[src/verilog/mips_macros.svh]
`ifndef MIPS_MACROS_SVH
`define MIPS_MACROS_SVH

// Datapath and register file widths
`define MIPS_XLEN       32
`define MIPS_REG_AW     5
`define MIPS_NREGS      (1 << `MIPS_REG_AW)

// Word-addressed memories
`define MIPS_PM_AW      6
`define MIPS_DM_AW      6
`define MIPS_PM_DEPTH   (1 << `MIPS_PM_AW)
`define MIPS_DM_DEPTH   (1 << `MIPS_DM_AW)

// Opcodes, instr[31:26]
`define MIPS_OP_RTYPE   6'h00
`define MIPS_OP_BEQ     6'h04
`define MIPS_OP_ADDI    6'h08
`define MIPS_OP_LW      6'h23
`define MIPS_OP_SW      6'h2B

// R-type function codes, instr[5:0]
`define MIPS_FN_ADD     6'h20
`define MIPS_FN_SUB     6'h22
`define MIPS_FN_AND     6'h24
`define MIPS_FN_OR      6'h25
`define MIPS_FN_SLT     6'h2A

`endif

[src/verilog/mips_pkg.sv]
`include "mips_macros.svh"

package mips_pkg;

   typedef enum logic [2:0]
   {
      ALU_ADD = 3'd0,
      ALU_SUB = 3'd1,
      ALU_AND = 3'd2,
      ALU_OR  = 3'd3,
      ALU_SLT = 3'd4
   } alu_op_e;

   // Decoded control, carried down the pipe
   typedef struct packed
   {
      logic    reg_write;
      logic    mem_to_reg;
      logic    mem_read;
      logic    mem_write;
      logic    alu_src;
      logic    reg_dst;
      alu_op_e alu_op;
   } ctrl_t;

   // Program load strobe
   typedef struct packed
   {
      logic                   valid;
      logic [`MIPS_PM_AW-1:0] addr;
      logic [`MIPS_XLEN-1:0]  data;
   } pm_write_t;

   ///////////////////////////////////////////////////////////////////////
   // Pipeline registers
   ///////////////////////////////////////////////////////////////////////

   typedef struct packed
   {
      logic                  valid;
      logic [`MIPS_XLEN-1:0] pc_plus1;
      logic [`MIPS_XLEN-1:0] instr;
   } if_id_t;

   typedef struct packed
   {
      logic                    valid;
      ctrl_t                   ctrl;
      logic [`MIPS_XLEN-1:0]   rdata1;
      logic [`MIPS_XLEN-1:0]   rdata2;
      logic [`MIPS_XLEN-1:0]   imm;
      logic [`MIPS_REG_AW-1:0] rs;
      logic [`MIPS_REG_AW-1:0] rt;
      logic [`MIPS_REG_AW-1:0] rd;
   } id_ex_t;

   typedef struct packed
   {
      logic                    valid;
      ctrl_t                   ctrl;
      logic [`MIPS_XLEN-1:0]   alu_result;
      logic [`MIPS_XLEN-1:0]   store_data;
      logic [`MIPS_REG_AW-1:0] dst;
   } ex_mem_t;

   // Also the retire stream; valid only for writes to a non-zero register
   typedef struct packed
   {
      logic                    valid;
      logic [`MIPS_REG_AW-1:0] dst;
      logic [`MIPS_XLEN-1:0]   data;
   } wb_t;

endpackage

[src/verilog/fetch_stage.sv]
`timescale 1ns/1ps
`include "mips_macros.svh"

module fetch_stage
(
   input  logic                   CLK,
   input  logic                   RESET,
   input  logic                   enable,
   input  mips_pkg::pm_write_t    pm_wr,
   input  logic                   stall,
   input  logic                   branch_taken,
   input  logic [`MIPS_PM_AW-1:0] branch_target,
   output mips_pkg::if_id_t       if_id
);
   import mips_pkg::*;

   logic [`MIPS_XLEN-1:0]  pm [`MIPS_PM_DEPTH];
   logic [`MIPS_PM_AW-1:0] pc;
   logic [`MIPS_XLEN-1:0]  pc_plus1;
   logic [`MIPS_XLEN-1:0]  instr;
   if_id_t                 if_id_next;

   // Load port, driven by the testbench while the pipe is frozen
   always_ff @(posedge CLK)
   begin
      if (pm_wr.valid)
      begin
         pm[pm_wr.addr] <= pm_wr.data;
      end
   end

   assign instr    = pm[pc];
   assign pc_plus1 = `MIPS_XLEN'(pc) + `MIPS_XLEN'(1);

   // Taken branch squashes the instruction fetched behind it
   always_comb
   begin
      if_id_next = '0;
      if (!branch_taken)
      begin
         if_id_next.valid    = 1'b1;
         if_id_next.pc_plus1 = pc_plus1;
         if_id_next.instr    = instr;
      end
   end

   //////////////////////////////////////////////////////////////////////
   // PC and IF/ID
   //////////////////////////////////////////////////////////////////////

   always_ff @(posedge CLK or posedge RESET)
   begin
      if (RESET)
      begin
         pc    <= '0;
         if_id <= '0;
      end
      else if (enable && !stall)
      begin
         pc    <= branch_taken ? branch_target : pc_plus1[`MIPS_PM_AW-1:0];
         if_id <= if_id_next;
      end
   end

endmodule

[config.mk]
export PLATFORM = sky130hd
export DESIGN_NAME = fetch_stage
export DESIGN_NICKNAME = d
export VERILOG_FILES = /design/src/verilog/mips_pkg.sv /design/src/verilog/fetch_stage.sv
export VERILOG_INCLUDE_DIRS = /design/src /design/src/verilog
export SDC_FILE = /design/constraint.sdc
export NUM_CORES = 2
export LEC_CHECK = 0
export BUFFER_PORTS_ARGS = -buffer_cell sky130_fd_sc_hd__buf_4
export CORE_MARGIN = 3
export CORE_UTILIZATION = 60
export CTS_BUF_LIST = sky130_fd_sc_hd__clkbuf_8 sky130_fd_sc_hd__clkbuf_16
export CTS_CLUSTER_DIAMETER = 200
export DETAILED_ROUTE_END_ITERATION = 10
export GPL_ROUTABILITY_DRIVEN = 1
export PLACE_DENSITY = 0.76
export SYNTH_ARGS = -nofsm -noshare
export SYNTH_HDL_FRONTEND = slang
export SYNTH_SLANG_ARGS = --single-unit
[constraint.sdc]
create_clock -name CLK -period 3.2 [get_ports CLK]
set_clock_uncertainty 0.15 [all_clocks]
set_input_delay 0.32 -clock CLK [delete_from_list [all_inputs] [get_ports CLK]]
set_output_delay 0.32 -clock CLK [all_outputs]
set_load 0.01 [all_outputs]
Yosys cells after proc, flatten, opt, wreduce, memory -nomap -nowiden. Memory sizes are Yosys's and may differ from the RTL's. Index checks and enable logic that the tools add are counted. W data, S select, Z words.

Memory bits (read-only): 0. Bits in latches: 0. Memories: 1. Bits in registers: 71. Output and inout port bits: 65. Bits in writable memories: 2048.

Divide/modulo/power cells: 0. Add/sub/neg operators: 1. Muxes and demuxes: 4. Eq/ne operators: 0. Reductions and logical operators: 2. Shift operators: 0. Multiply operators: 0. $lt $le $gt $ge: 0. Bitwise operators: 0.

Memories: pm (words 64, bits a word 32, rd ports 1, clocked after Yosys merged registers in 0, write ports 1, RTL line fetch_stage.sv:17) `` logic [`MIPS_XLEN-1:0] pm [`MIPS_PM_DEPTH]; ``.

Operators with widths (count): $mux W65 (1); $add A6 B1 Y7 const B (1); $mux W6 (1); $mux W1 (2); $logic_and A1 B1 Y1 (1); $logic_not A1 Y1 (1).

Depth between registers and ports, before layout.
Depth after elaboration: 2. Gate-level depth with buffers: 11.

Worst setup path before layout. OpenSTA, ideal clock, no wires.

Path kind: input to register. Start point: in pm_wr[35] in the netlist's numbering. End point: mem pm[48][0] in the netlist's numbering (enable). Library setup time: 0.461 ns. Cell stages on the path: 4. Required time: 2.589 ns. Data arrival time: 3.024 ns. Path buffers: 1. Slack: -0.435 ns. Path through: clkbuf_1 -> nor2b_1 -> nand4b_1 -> nor3_1.

RTL lines: start: declaration (RTL line fetch_stage.sv:9) `input mips_pkg::pm_write_t pm_wr,`; end: declaration (RTL line fetch_stage.sv:17).

Straight into the memory's write port.

Final worst setup path.
Start point: reg pc[1]. End point: reg if_id[7] in the netlist's numbering.

Cells in the longest elaborated chain, start to end: 2.

Ends and longest elaborated chain: start: declaration (RTL line fetch_stage.sv:18) `` logic [`MIPS_PM_AW-1:0] pc; ``; start signal: assignment (RTL line fetch_stage.sv:60) `` pc <= branch_taken ? branch_target : pc_plus1[`MIPS_PM_AW-1:0]; ``; $mem_v2 Z64 W32; $mux W65 (RTL line fetch_stage.sv:39) `if (!branch_taken)`; end signal: assignment (RTL line fetch_stage.sv:61) `if_id <= if_id_next;`; end: declaration (RTL line fetch_stage.sv:13) `output mips_pkg::if_id_t if_id`.

Every way passes these cells. A chain may end at the register's enable or synchronous reset.

==> flow_summary.toml <==
[run_status]
status = "finished clean"

[timing]
post-route-period-util = 0.934
worst_pin_slew_ps = 928
slew_violations = 0
fin_hold_ws_ps = 80.8
hold_viol = 0
min_period_ps = 2990
max_slew_margin = 0.382
max_freq_ghz = 0.334
rsz0062_at_grt = "false"
tns_ps = 0
finalSetupViolations = 0

[yosys]
async_flop_share = 0.0220
synth_edf_count = 2048
ys_types = 54
synth_cells = 3601
ys.flop_type = "edfxtp_1"
yosysSeqAreaShare = 0.778
syn_avg_cell_area_um2 = 22.4
netlist_area_mm2 = 0.0805
yosys_warnings = 0
ys_ff_latch = 2094

[layout]
drive_gt1_frac = 0.287
final_common_cell = "edfxtp_1"
syn2layout_area_growth_pct = 14.3
final_cell_mix = "2,048 x edfxtp_1, 470 x mux4_2, 286 x buf_4"
fin_nets = 4039

[global_routing]
grt_pass1_vias = 41194
grt_max_degree = 102
track_usage = 0.312
antenna_found_initial = 12
grt.busiest_layer = "met2"
grt_remaining_overflow = 0
met1_usage = 0.434
gr-usage-met3 = 0.0917
grt_pass1_wl_um = 302000
grtUsageMet2 = 0.471

[worst_setup_path]
reg2reg_to = "if_id[7]"
ff2ff_setup_slack_ps = 210
r2r-start = "pc[1]"
cp-start-kind = "flip-flop"
cp-end-kind = "flip-flop"
arrival_ps = 3530
worstPathCellList = "buf_12 > mux4_2 > a32oi_1 > a21o_1 > a41oi_1 > a221o_1"
worstPathRequired_ps = 3740
crit_start = "pc[1]"
crit_end = "if_id[7]"
cp_max_fo = 54
path_class = "flip-flop to flip-flop"
cp_slowest_cell = "dfrtp_4"
slowest_delay_ps = 660
r2r_cells = 6

[placed_design]
gp_congestion = 0.869
numPortBuffers = 89
dp_hpwl_um = 120000

[routing]
drc_errors = 0
drt_iter0_drc = 6505
vias = 41331
first_pass_iters = 6
viasPerCell = 6.98
wl_per_cell_um = 35.8
ant_nets = 0
drt_wl_total_um = 212000

[clock_tree]
clockBufferDepth = 3
cts_setup_buffers = 0
clock-sinks = 2094
clkTransAtPathRegs_ps = 60
cts_made_buffers = 199
htreeDepth = 4
clk_latency_ps = 830
cts_tree = "built"
cts_root_buf = "clkbuf_16"

[floorplanning]
rows = 133
core_mm2 = 0.132
ioPinCount = 115
die_y_um = 372
fp.dieW_um = 372
dieArea_mm2 = 0.139
start_util = 0.608

[power_and_ir_drop]
cellLeakagePower_nw = 30.1
peakVddDrop_mv = 0.581
pwr_density_cell_mw_per_mm2 = 673

[min_path]
hold_path_class = "input port to flip-flop"

[run]
drv_cap = 0
## how the worst min path moves through the flow
stage	start	to	slack, ps	depth (start not counted)
floorplan	pm_wr[0]	pm[0][0]	270	0
global placement	RESET	if_id[25]	380	2
detailed placement	if_id[64]	if_id[64]	380	1
CTS	pm_wr[32]	pm[43][23]	20	4
global route	pm_wr[32]	pm[43][23]	60	4
finish	pm_wr[32]	pm[43][19]	80	4
## critical path: cells and delay by family, from the launching register on
family / cells / cell delay [ps]
AOI/OAI and AO/OA: 4 / 1070
buffers and inverters: 1 / 390
DFF: 1 / 660
muxes: 1 / 550
## sequential cells by signal, summed over array words and instances (netlist names)
name   flops
if_id     40
pm      2048
pc         6
## synth_stat cells (11+ instances only)
cell type	instances	area (um2)
nor2_1	87	327
clkbuf_1	62	233
buf_2	59	295
o221ai_1	26	228
a22oi_1	49	368
a221oi_1	18	158
o22ai_1	44	275
nor3_1	13	65.1
a22o_1	11	96.3
dfrtp_1	46	1150
o21ai_0	29	145
nor2b_1	14	87.6
nand3_1	60	300
a211o_1	11	96.3
mux4_2	470	10600
buf_6	27	304
edfxtp_1	2048	61500
mux2_2	33	372
a21oi_1	31	155
nand2_1	58	218
buf_4	70	526
nand2b_1	14	87.6
mux2i_1	210	2100
## power breakdown
part | switching [mW] | internal, mW
Combinational | 4.55 | 3.70
Sequential | 0.489 | 30.5
Clock | 9.84 | 12.8
Total | 14.9 | 47.0
## per-stage QoR
step	cell area (um2)	total power, mW	std cells	utilization	setup slack (ps)
finish	92000	61.9	5921	0.695	210
CTS	92000	62.0	5913	0.695	17.4
detailed placement	85100	39.5	5493	0.644	22.8
global placement	85100	39.4	5493	0.644	65.1
global route	92000	63.5	5914	0.695	117
floorplan	80600	36.5	3625	-	233
## layout make-up
type                            instances  area [um2]
Timing Repair Buffer                  390        3740
Clock inverter                        150         996
Sequential cell                      2094       62700
Fill cell                            7671       40300
Tap cell                             1755        2200
Antenna cell                            8        20.0
Inverter                                5        18.8
Multi-Input combinational cell       1298       17000
Clock buffer                          221        5330
## layer usage
layer	share of wire	wire length, um
met5	0.00030	64
met1	0.36	75900
met4	0.045	9510
met3	0.13	27200
met2	0.47	99200
## cells by family after synthesis
| kind of cell | share of synthesized area |
|---|---|
| adder cells (fa/ha/maj) | 0.000155 |
| flip-flops | 0.778 |
| other | 0.0000466 |
| buffers and inverters | 0.0179 |
| AO/OA/AOI/OAI | 0.0252 |
| AND/OR/NAND/NOR | 0.0158 |
| multiplexers | 0.162 |
| XOR/XNOR | 0.000435 |
## repair_timing
action / CTS / global route
gates resized for setup: 0 / 2
endpoints found under the hold margin: 2119 / 0
hold buffers: 49 / 0
endpoints found under the setup margin: 0 / 2
Power figures use the tool's default switching activity.
