[config.mk]
export PLATFORM = sky130hd
export DESIGN_NAME = execute_stage
export DESIGN_NICKNAME = d
export VERILOG_FILES = /design/src/verilog/mips_pkg.sv /design/src/verilog/execute_stage.sv
export VERILOG_INCLUDE_DIRS = /design/src /design/src/verilog
export SDC_FILE = /design/constraint.sdc
export NUM_CORES = 1
export LEC_CHECK = 0
export ABC_AREA = 1
export ABC_CLOCK_PERIOD_IN_PS = 3800
export BUFFER_PORTS_ARGS = -buffer_cell sky130_fd_sc_hd__buf_2
export CAP_MARGIN = 20
export CORE_UTILIZATION = 55
export DETAILED_ROUTE_END_ITERATION = 7
export GPL_ROUTABILITY_DRIVEN = 0
export MAX_ROUTING_LAYER = met4
export PLACE_DENSITY = 0.8
export SETUP_SLACK_MARGIN = 0.05
export SKIP_CTS_REPAIR_TIMING = 1
export SYNTH_ARGS = -nofsm -noshare
export SYNTH_HDL_FRONTEND = slang
export SYNTH_SLANG_ARGS = --single-unit
[constraint.sdc]
create_clock -name CLK -period 3.8 [get_ports CLK]
set_input_delay 0.76 -clock CLK [delete_from_list [all_inputs] [get_ports CLK]]
set_output_delay 0.76 -clock CLK [all_outputs]
set_load 0.05 [all_outputs]
[src/verilog/mips_macros.svh]
`ifndef MIPS_MACROS_SVH
`define MIPS_MACROS_SVH

// Datapath and register file widths
`define MIPS_XLEN       32
`define MIPS_REG_AW     5
`define MIPS_NREGS      (1 << `MIPS_REG_AW)

// Word-addressed memories
`define MIPS_PM_AW      6
`define MIPS_DM_AW      6
`define MIPS_PM_DEPTH   (1 << `MIPS_PM_AW)
`define MIPS_DM_DEPTH   (1 << `MIPS_DM_AW)

// Opcodes, instr[31:26]
`define MIPS_OP_RTYPE   6'h00
`define MIPS_OP_BEQ     6'h04
`define MIPS_OP_ADDI    6'h08
`define MIPS_OP_LW      6'h23
`define MIPS_OP_SW      6'h2B

// R-type function codes, instr[5:0]
`define MIPS_FN_ADD     6'h20
`define MIPS_FN_SUB     6'h22
`define MIPS_FN_AND     6'h24
`define MIPS_FN_OR      6'h25
`define MIPS_FN_SLT     6'h2A

`endif

[src/verilog/mips_pkg.sv]
`include "mips_macros.svh"

package mips_pkg;

   typedef enum logic [2:0]
   {
      ALU_ADD = 3'd0,
      ALU_SUB = 3'd1,
      ALU_AND = 3'd2,
      ALU_OR  = 3'd3,
      ALU_SLT = 3'd4
   } alu_op_e;

   // Decoded control, carried down the pipe
   typedef struct packed
   {
      logic    reg_write;
      logic    mem_to_reg;
      logic    mem_read;
      logic    mem_write;
      logic    alu_src;
      logic    reg_dst;
      alu_op_e alu_op;
   } ctrl_t;

   // Program load strobe
   typedef struct packed
   {
      logic                   valid;
      logic [`MIPS_PM_AW-1:0] addr;
      logic [`MIPS_XLEN-1:0]  data;
   } pm_write_t;

   ///////////////////////////////////////////////////////////////////////
   // Pipeline registers
   ///////////////////////////////////////////////////////////////////////

   typedef struct packed
   {
      logic                  valid;
      logic [`MIPS_XLEN-1:0] pc_plus1;
      logic [`MIPS_XLEN-1:0] instr;
   } if_id_t;

   typedef struct packed
   {
      logic                    valid;
      ctrl_t                   ctrl;
      logic [`MIPS_XLEN-1:0]   rdata1;
      logic [`MIPS_XLEN-1:0]   rdata2;
      logic [`MIPS_XLEN-1:0]   imm;
      logic [`MIPS_REG_AW-1:0] rs;
      logic [`MIPS_REG_AW-1:0] rt;
      logic [`MIPS_REG_AW-1:0] rd;
   } id_ex_t;

   typedef struct packed
   {
      logic                    valid;
      ctrl_t                   ctrl;
      logic [`MIPS_XLEN-1:0]   alu_result;
      logic [`MIPS_XLEN-1:0]   store_data;
      logic [`MIPS_REG_AW-1:0] dst;
   } ex_mem_t;

   // Also the retire stream; valid only for writes to a non-zero register
   typedef struct packed
   {
      logic                    valid;
      logic [`MIPS_REG_AW-1:0] dst;
      logic [`MIPS_XLEN-1:0]   data;
   } wb_t;

endpackage

[src/verilog/execute_stage.sv]
`timescale 1ns/1ps
`include "mips_macros.svh"

module execute_stage
(
   input  logic              CLK,
   input  logic              RESET,
   input  logic              enable,
   input  mips_pkg::id_ex_t  id_ex,
   input  mips_pkg::wb_t     wb,
   output mips_pkg::ex_mem_t ex_mem
);
   import mips_pkg::*;

   logic                    mem_fwd_ok;
   logic [`MIPS_XLEN-1:0]   op_a;
   logic [`MIPS_XLEN-1:0]   op_b;
   logic [`MIPS_XLEN-1:0]   alu_b;
   logic [`MIPS_XLEN-1:0]   alu_result;
   logic [`MIPS_REG_AW-1:0] dst;
   ex_mem_t                 ex_mem_next;

   //////////////////////////////////////////////////////////////////////
   // Forwarding, EX/MEM is newer than MEM/WB
   //////////////////////////////////////////////////////////////////////

   assign mem_fwd_ok = ex_mem.valid && ex_mem.ctrl.reg_write && (ex_mem.dst != '0);

   assign op_a = (mem_fwd_ok && (ex_mem.dst == id_ex.rs)) ? ex_mem.alu_result :
                 (wb.valid && (wb.dst == id_ex.rs))       ? wb.data           :
                                                            id_ex.rdata1;
   assign op_b = (mem_fwd_ok && (ex_mem.dst == id_ex.rt)) ? ex_mem.alu_result :
                 (wb.valid && (wb.dst == id_ex.rt))       ? wb.data           :
                                                            id_ex.rdata2;

   assign alu_b = id_ex.ctrl.alu_src ? id_ex.imm : op_b;
   assign dst   = id_ex.ctrl.reg_dst ? id_ex.rd : id_ex.rt;

   always_comb
   begin
      case (id_ex.ctrl.alu_op)
         ALU_ADD: alu_result = op_a + alu_b;
         ALU_SUB: alu_result = op_a - alu_b;
         ALU_AND: alu_result = op_a & alu_b;
         ALU_OR:  alu_result = op_a | alu_b;
         // Signed compare
         ALU_SLT: alu_result = {31'd0, $signed(op_a) < $signed(alu_b)};
         default: alu_result = '0;
      endcase
   end

   always_comb
   begin
      ex_mem_next.valid      = id_ex.valid;
      ex_mem_next.ctrl       = id_ex.ctrl;
      ex_mem_next.alu_result = alu_result;
      ex_mem_next.store_data = op_b;
      ex_mem_next.dst        = dst;
   end

   always_ff @(posedge CLK or posedge RESET)
   begin
      if (RESET)
      begin
         ex_mem <= '0;
      end
      else if (enable)
      begin
         ex_mem <= ex_mem_next;
      end
   end

endmodule

* Word level (Yosys, flattened, before mapping)
Cells that the tools add are included.
** Storage, ports and cells
- Register bits :: 79
- Bits of input ports :: 162
- Output and inout bits :: 79
- Word-level logic and storage cells :: 39
** Operators by class
- Add/subtract/negate cells :: 2
- Order comparisons :: 1
- Equal/unequal tests :: 8
- Muxes and demuxes :: 7
- Bitwise operators :: 2
- Reduce and logical (&&, ||, !) cells :: 8
** Operators by type and width (count)
- 32-bit two-way mux :: 5
- 32-bit one-hot mux with 5 select lines :: 1
- 32-bit adder :: 1
- 32-bit AND :: 1
- 32-bit less-than comparator :: 1
- 32-bit OR :: 1
- 32-bit subtractor :: 1
- 5-bit == test :: 4
- 3-bit by 2-bit == test with 1-bit output, second input constant :: 2
- 1-bit logical AND :: 6
- 5-bit two-way mux :: 1
- 5-bit nonzero test :: 1
- 3-bit by 1-bit == test with 1-bit output, second input constant :: 1
- 3-bit == test, second input constant :: 1
- 3-bit logical NOT :: 1

* Logic depth before layout (Yosys ltp)
- Depth in word-level cells :: 7
- Gate-level depth with buffers :: 27
- Gate-level depth less buffers :: 26

* Worst setup path after synthesis
Ideal clock, no wire load.
- Kind :: in2reg
- Start :: input id_ex[8] in the netlist's numbering
- End :: register ex_mem[65] in the netlist's numbering
- Setup time :: 0.118 ns
- Data arrival time :: 3.438 ns
- Required time :: 3.682 ns
- Path slack :: 0.244 ns
- Stages on the path :: 19
- Buffers on the path :: 1
- Cell sequence :: xor2_1 > nor4_4 > nand2_2 > buf_2 > o21ai_2 > o21ai_1 > ha_1 > fa_1 > nand2_1 > nand2_1 > and2_1 > nand3_1 > nand3_1 > nand2_1 > nand3_1 > nand3_1 > nand3_1 > nand2_1 > nand2_1
** On the way
- Word-level cells in the longest chain between the ends :: 7
- Elaborated cells on any way between the ends :: 12
- Classes of those cells :: 2 x add/sub; 2 x eq/ne; 4 x mux; 2 x bitwise; 2 x reduce/logical
** RTL lines
- start, declared :: line execute_stage.sv:9 : input mips_pkg::id_ex_t id_ex,
- 5-bit == test :: line execute_stage.sv:33 : (wb.valid && (wb.dst == id_ex.rt)) ? wb.data :
- 1-bit logical AND :: line execute_stage.sv:33
- 32-bit two-way mux :: line execute_stage.sv:33
- 32-bit two-way mux (*) :: line execute_stage.sv:32 : assign op_b = (mem_fwd_ok && (ex_mem.dst == id_ex.rt)) ? ex_mem.alu_result :
- 32-bit two-way mux (*) :: line execute_stage.sv:36 : assign alu_b = id_ex.ctrl.alu_src ? id_ex.imm : op_b;
- 32-bit subtractor (tied with other cells) :: line execute_stage.sv:43 : ALU_SUB: alu_result = op_a - alu_b;
- 32-bit one-hot mux with 5 select lines (*) :: line execute_stage.sv:41 : case (id_ex.ctrl.alu_op)
- end signal, assigned :: line execute_stage.sv:69 : ex_mem <= ex_mem_next;
- end, declared :: line execute_stage.sv:11 : output mips_pkg::ex_mem_t ex_mem
Mark *: on every way between the ends. The rest lies on a longest branch, timed or not.
A chain may end at the register's enable or synchronous reset.

* Worst setup path in the final report
- Start :: input wb[35] in the netlist's numbering
- End :: register ex_mem[44] in the netlist's numbering
** On the way
- Word-level cells in the longest chain between the ends :: 7
- Elaborated cells on any way between the ends :: 14
- Classes of those cells :: 2 x add/sub; 2 x eq/ne; 6 x mux; 2 x bitwise; 2 x reduce/logical
** RTL lines
- start, declared :: line execute_stage.sv:10 : input mips_pkg::wb_t wb,
- 5-bit == test :: line execute_stage.sv:33
- 1-bit logical AND :: line execute_stage.sv:33
- 32-bit two-way mux :: line execute_stage.sv:33
- 32-bit two-way mux :: line execute_stage.sv:32
- 32-bit two-way mux :: line execute_stage.sv:36
- 32-bit subtractor (tied with other cells) :: line execute_stage.sv:43
- 32-bit one-hot mux with 5 select lines (*) :: line execute_stage.sv:41
Marks and branches as above.

==> impl_metrics.yaml <==
pwr:
  fin_total_pwr_mw: 4.91
  p_leak_nw: 9.19
  peakVddDrop_v: 0.000238
  p_per_area_nw_per_um2: 310
logic_synthesis:
  ys_warn_count: 0
  synth_seq_area_share_pct: 16.9
  yosys.cell_types.count: 42
  ys_ff_latch: 79
  synth_nets: 2337
  synth_area_um2: 11700
  syn-instance-count: 2068
  synth.avg_cell_area_um2: 5.66
finish:
  largest_reg_flops: 79
  final_common_cell: "nand2_1"
  stdcell_area_um2: 15800
  n_fill_cell: 1639
  nNetsFinal: 2759
  area_growth_pct: 35.4
  regMostFlops: "ex_mem"
  finalNonFillerCells: 2770
  drive_above_1_share_pct: 29.0
  mostFrequentLayoutCells: "749 x nand2_1, 298 x inv_1, 249 x buf_4, 240 x buf_2, 168 x nand3_1"
  reg_top3: "ex_mem: 79 flops"
route:
  antenna_left: 0
  routed_wl_um: 52000
  dr_total_vias: 16300
  drt-wirelength-per-cell_um: 18.8
  drc: 49
  dr.pass1.iters: 8
  drt_iter0_drc: 2314
  routed_via_density: 5.89
global_route:
  grtUsageTotal_pct: 48.3
  antenna_found_initial: 5
  grt_max_degree: 66
  overflow: 0
  grt_pass1_wl_um: 79300
  grt_pass1_vias: 15200
timing:
  final_hold_viol_count: 0
  min_period_ps: 3810
  drv_slew: 0
  worstMarginPinSlew_ps: 1060
  setup_viol: 1
  setup_slack_ps: -9.15
  fin_hold_ws_ps: 478
  setup_tns_ps: -9.15
  worst_clock_skew_ps: 21.9
  rsz0062_at_grt: "true"
  fin_crit_sh_pct: 100
  max_freq_mhz: 263
  slew_headroom_pct: 29.1
job:
  maxCapViolCount: 0
clock_network:
  clock-sinks: 79
  cts_buffers: 9
  clk_latency_ps: 380
  cts_max_path_buffers: 2
  cts-root-buf: "clkbuf_16"
  h-tree-depth: 3
  cts_tree: "built"
  clk_pin_slew_ps: 90
critical_path:
  critPathRequiredTime_ps: 4120
  cp_cell_sequence: "buf_2, or2_1, a21oi_2, nand3_2, buf_12, nand2_1, o21ai_2, a21oi_4, nand2_1, o21ai_1, ha_4, inv_1, nand3_1, nand3_2, buf_4, nand2_1, nand2_1, buf_4, a21boi_0, o21ai_0, o2111ai_1, nand2_1, nand2_1"
  slowest_stage: "a21oi_4"
  cpPeakStageDelay_ps: 330
  cpMostUsedCell: "nand2_1"
  crit_path_start_kind: "primary input"
  cp.arrival_ps: 4130
  crit_path_end_kind: "flop"
  path_max_fanout: 21
  path_class: "in -> reg"
placed_design:
  dpl_cell_area_um2: 14900
  dp.cells: 2738
  io_buffers: 240
  dp_hpwl_um: 39700
outcome:
  status: "finished, violations left"
  failed_checks: "DRC, setup timing"
floorplan:
  start_util_pct: 56.9
  io_pins: 241
  die_y_um: 148
  fp.dieW_um: 148
  num_rows: 52
  core_um2: 20600
  dieArea_um2: 21900
hold_path:
  hp-class: "reg -> reg"
==> cell type report <==
class	instances	area, µm²	share of cell area (%)
flip-flops and latches	79	1980	12.5
clock inverters	6	75.1	0.474
clock buffers	10	239	1.51
repair buffers	503	3320	21.0
diodes	5	12.5	0.0790
well taps	270	338	2.13
inverters	310	1170	7.38
multi-input cells	1587	8690	54.9
==> stage by stage <==
step	util, %	setup slack [ps]
after global placement	72.5	-199
after floorplan	-	244
after CTS	74.0	67.7
after global routing	77.0	-217
final	77.0	-9.15
after detailed placement	72.5	-296
==> cell families after synthesis <==
group / count (synthesis) / share of synthesized area (%)
and+or+nand+nor: 1191 / 43.3
adders and majority gates: 107 / 11.6
DFF: 79 / 16.9
xor gates and xnor gates: 11 / 0.824
buffers and inverters: 402 / 13.4
AOI/OAI and AO/OA: 278 / 14.1
==> critical path, delay by kind of cell <==
kind	cells	cell delay (ps)
compound gates	7	1310
buf+inv	5	660
simple gates	10	1170
fa+ha+maj	1	210
==> power by group <==
| part | internal, mW | leakage (nW) | switching, mW |
|---|---|---|---|
| clock network | 0.541 | 0.152 | 0.472 |
| logic | 1.00 | 8.06 | 1.84 |
| registers | 0.938 | 0.982 | 0.126 |
==> path summary, 6_finish.rpt <==
| path | start | to | slack (ps) | cells after the start |
|---|---|---|---|---|
| min in group asynchronous | RESET | ex_mem[50] | 530 | 2 |
| worst max register to register | ex_mem[2] | ex_mem[49] | 70 | 22 |
| worst max-delay path | wb[35] | ex_mem[44] | -9 | 23 |
| worst min register to register | ex_mem[75] | ex_mem[75] | 480 | 2 |
| worst min-delay path | ex_mem[75] | ex_mem[75] | 480 | 2 |
| max in group asynchronous | RESET | ex_mem[3] | 2210 | 3 |
==> cell usage after synthesis, drive strengths merged <==
library cell,n,share of area (%)
a21boi,6,0.39
nor2,114,3.7
o22ai,27,1.4
o211ai,3,0.19
or2,33,1.8
nor4,3,0.34
clkinv,2,0.064
and3,3,0.16
xor2,9,0.67
ha,105,11
clkbuf,46,1.5
o21ai,175,8.3
o2111ai,5,0.37
nor3,10,0.52
a21oi,43,1.9
buf,46,1.9
a221oi,4,0.56
xnor2,2,0.15
nand3b,7,0.45
a31oi,8,0.43
fa,2,0.34
inv,308,9.9
nand2,772,25
nand4,62,3.3
nand3,182,8.0
o21bai,7,0.45
and2,5,0.27
dfrtp,79,17
==> per-layer routing <==
metal	global-route usage [%]	wire, µm	vias to the layer above
met4	39.3	5510	0
met1	52.7	17600	7141
met2	75.7	23000	1330
li1	-	-	7427
met3	10.8	5940	411
met5	-	0	-
Note: power is estimated with default switching activity, not from simulation.
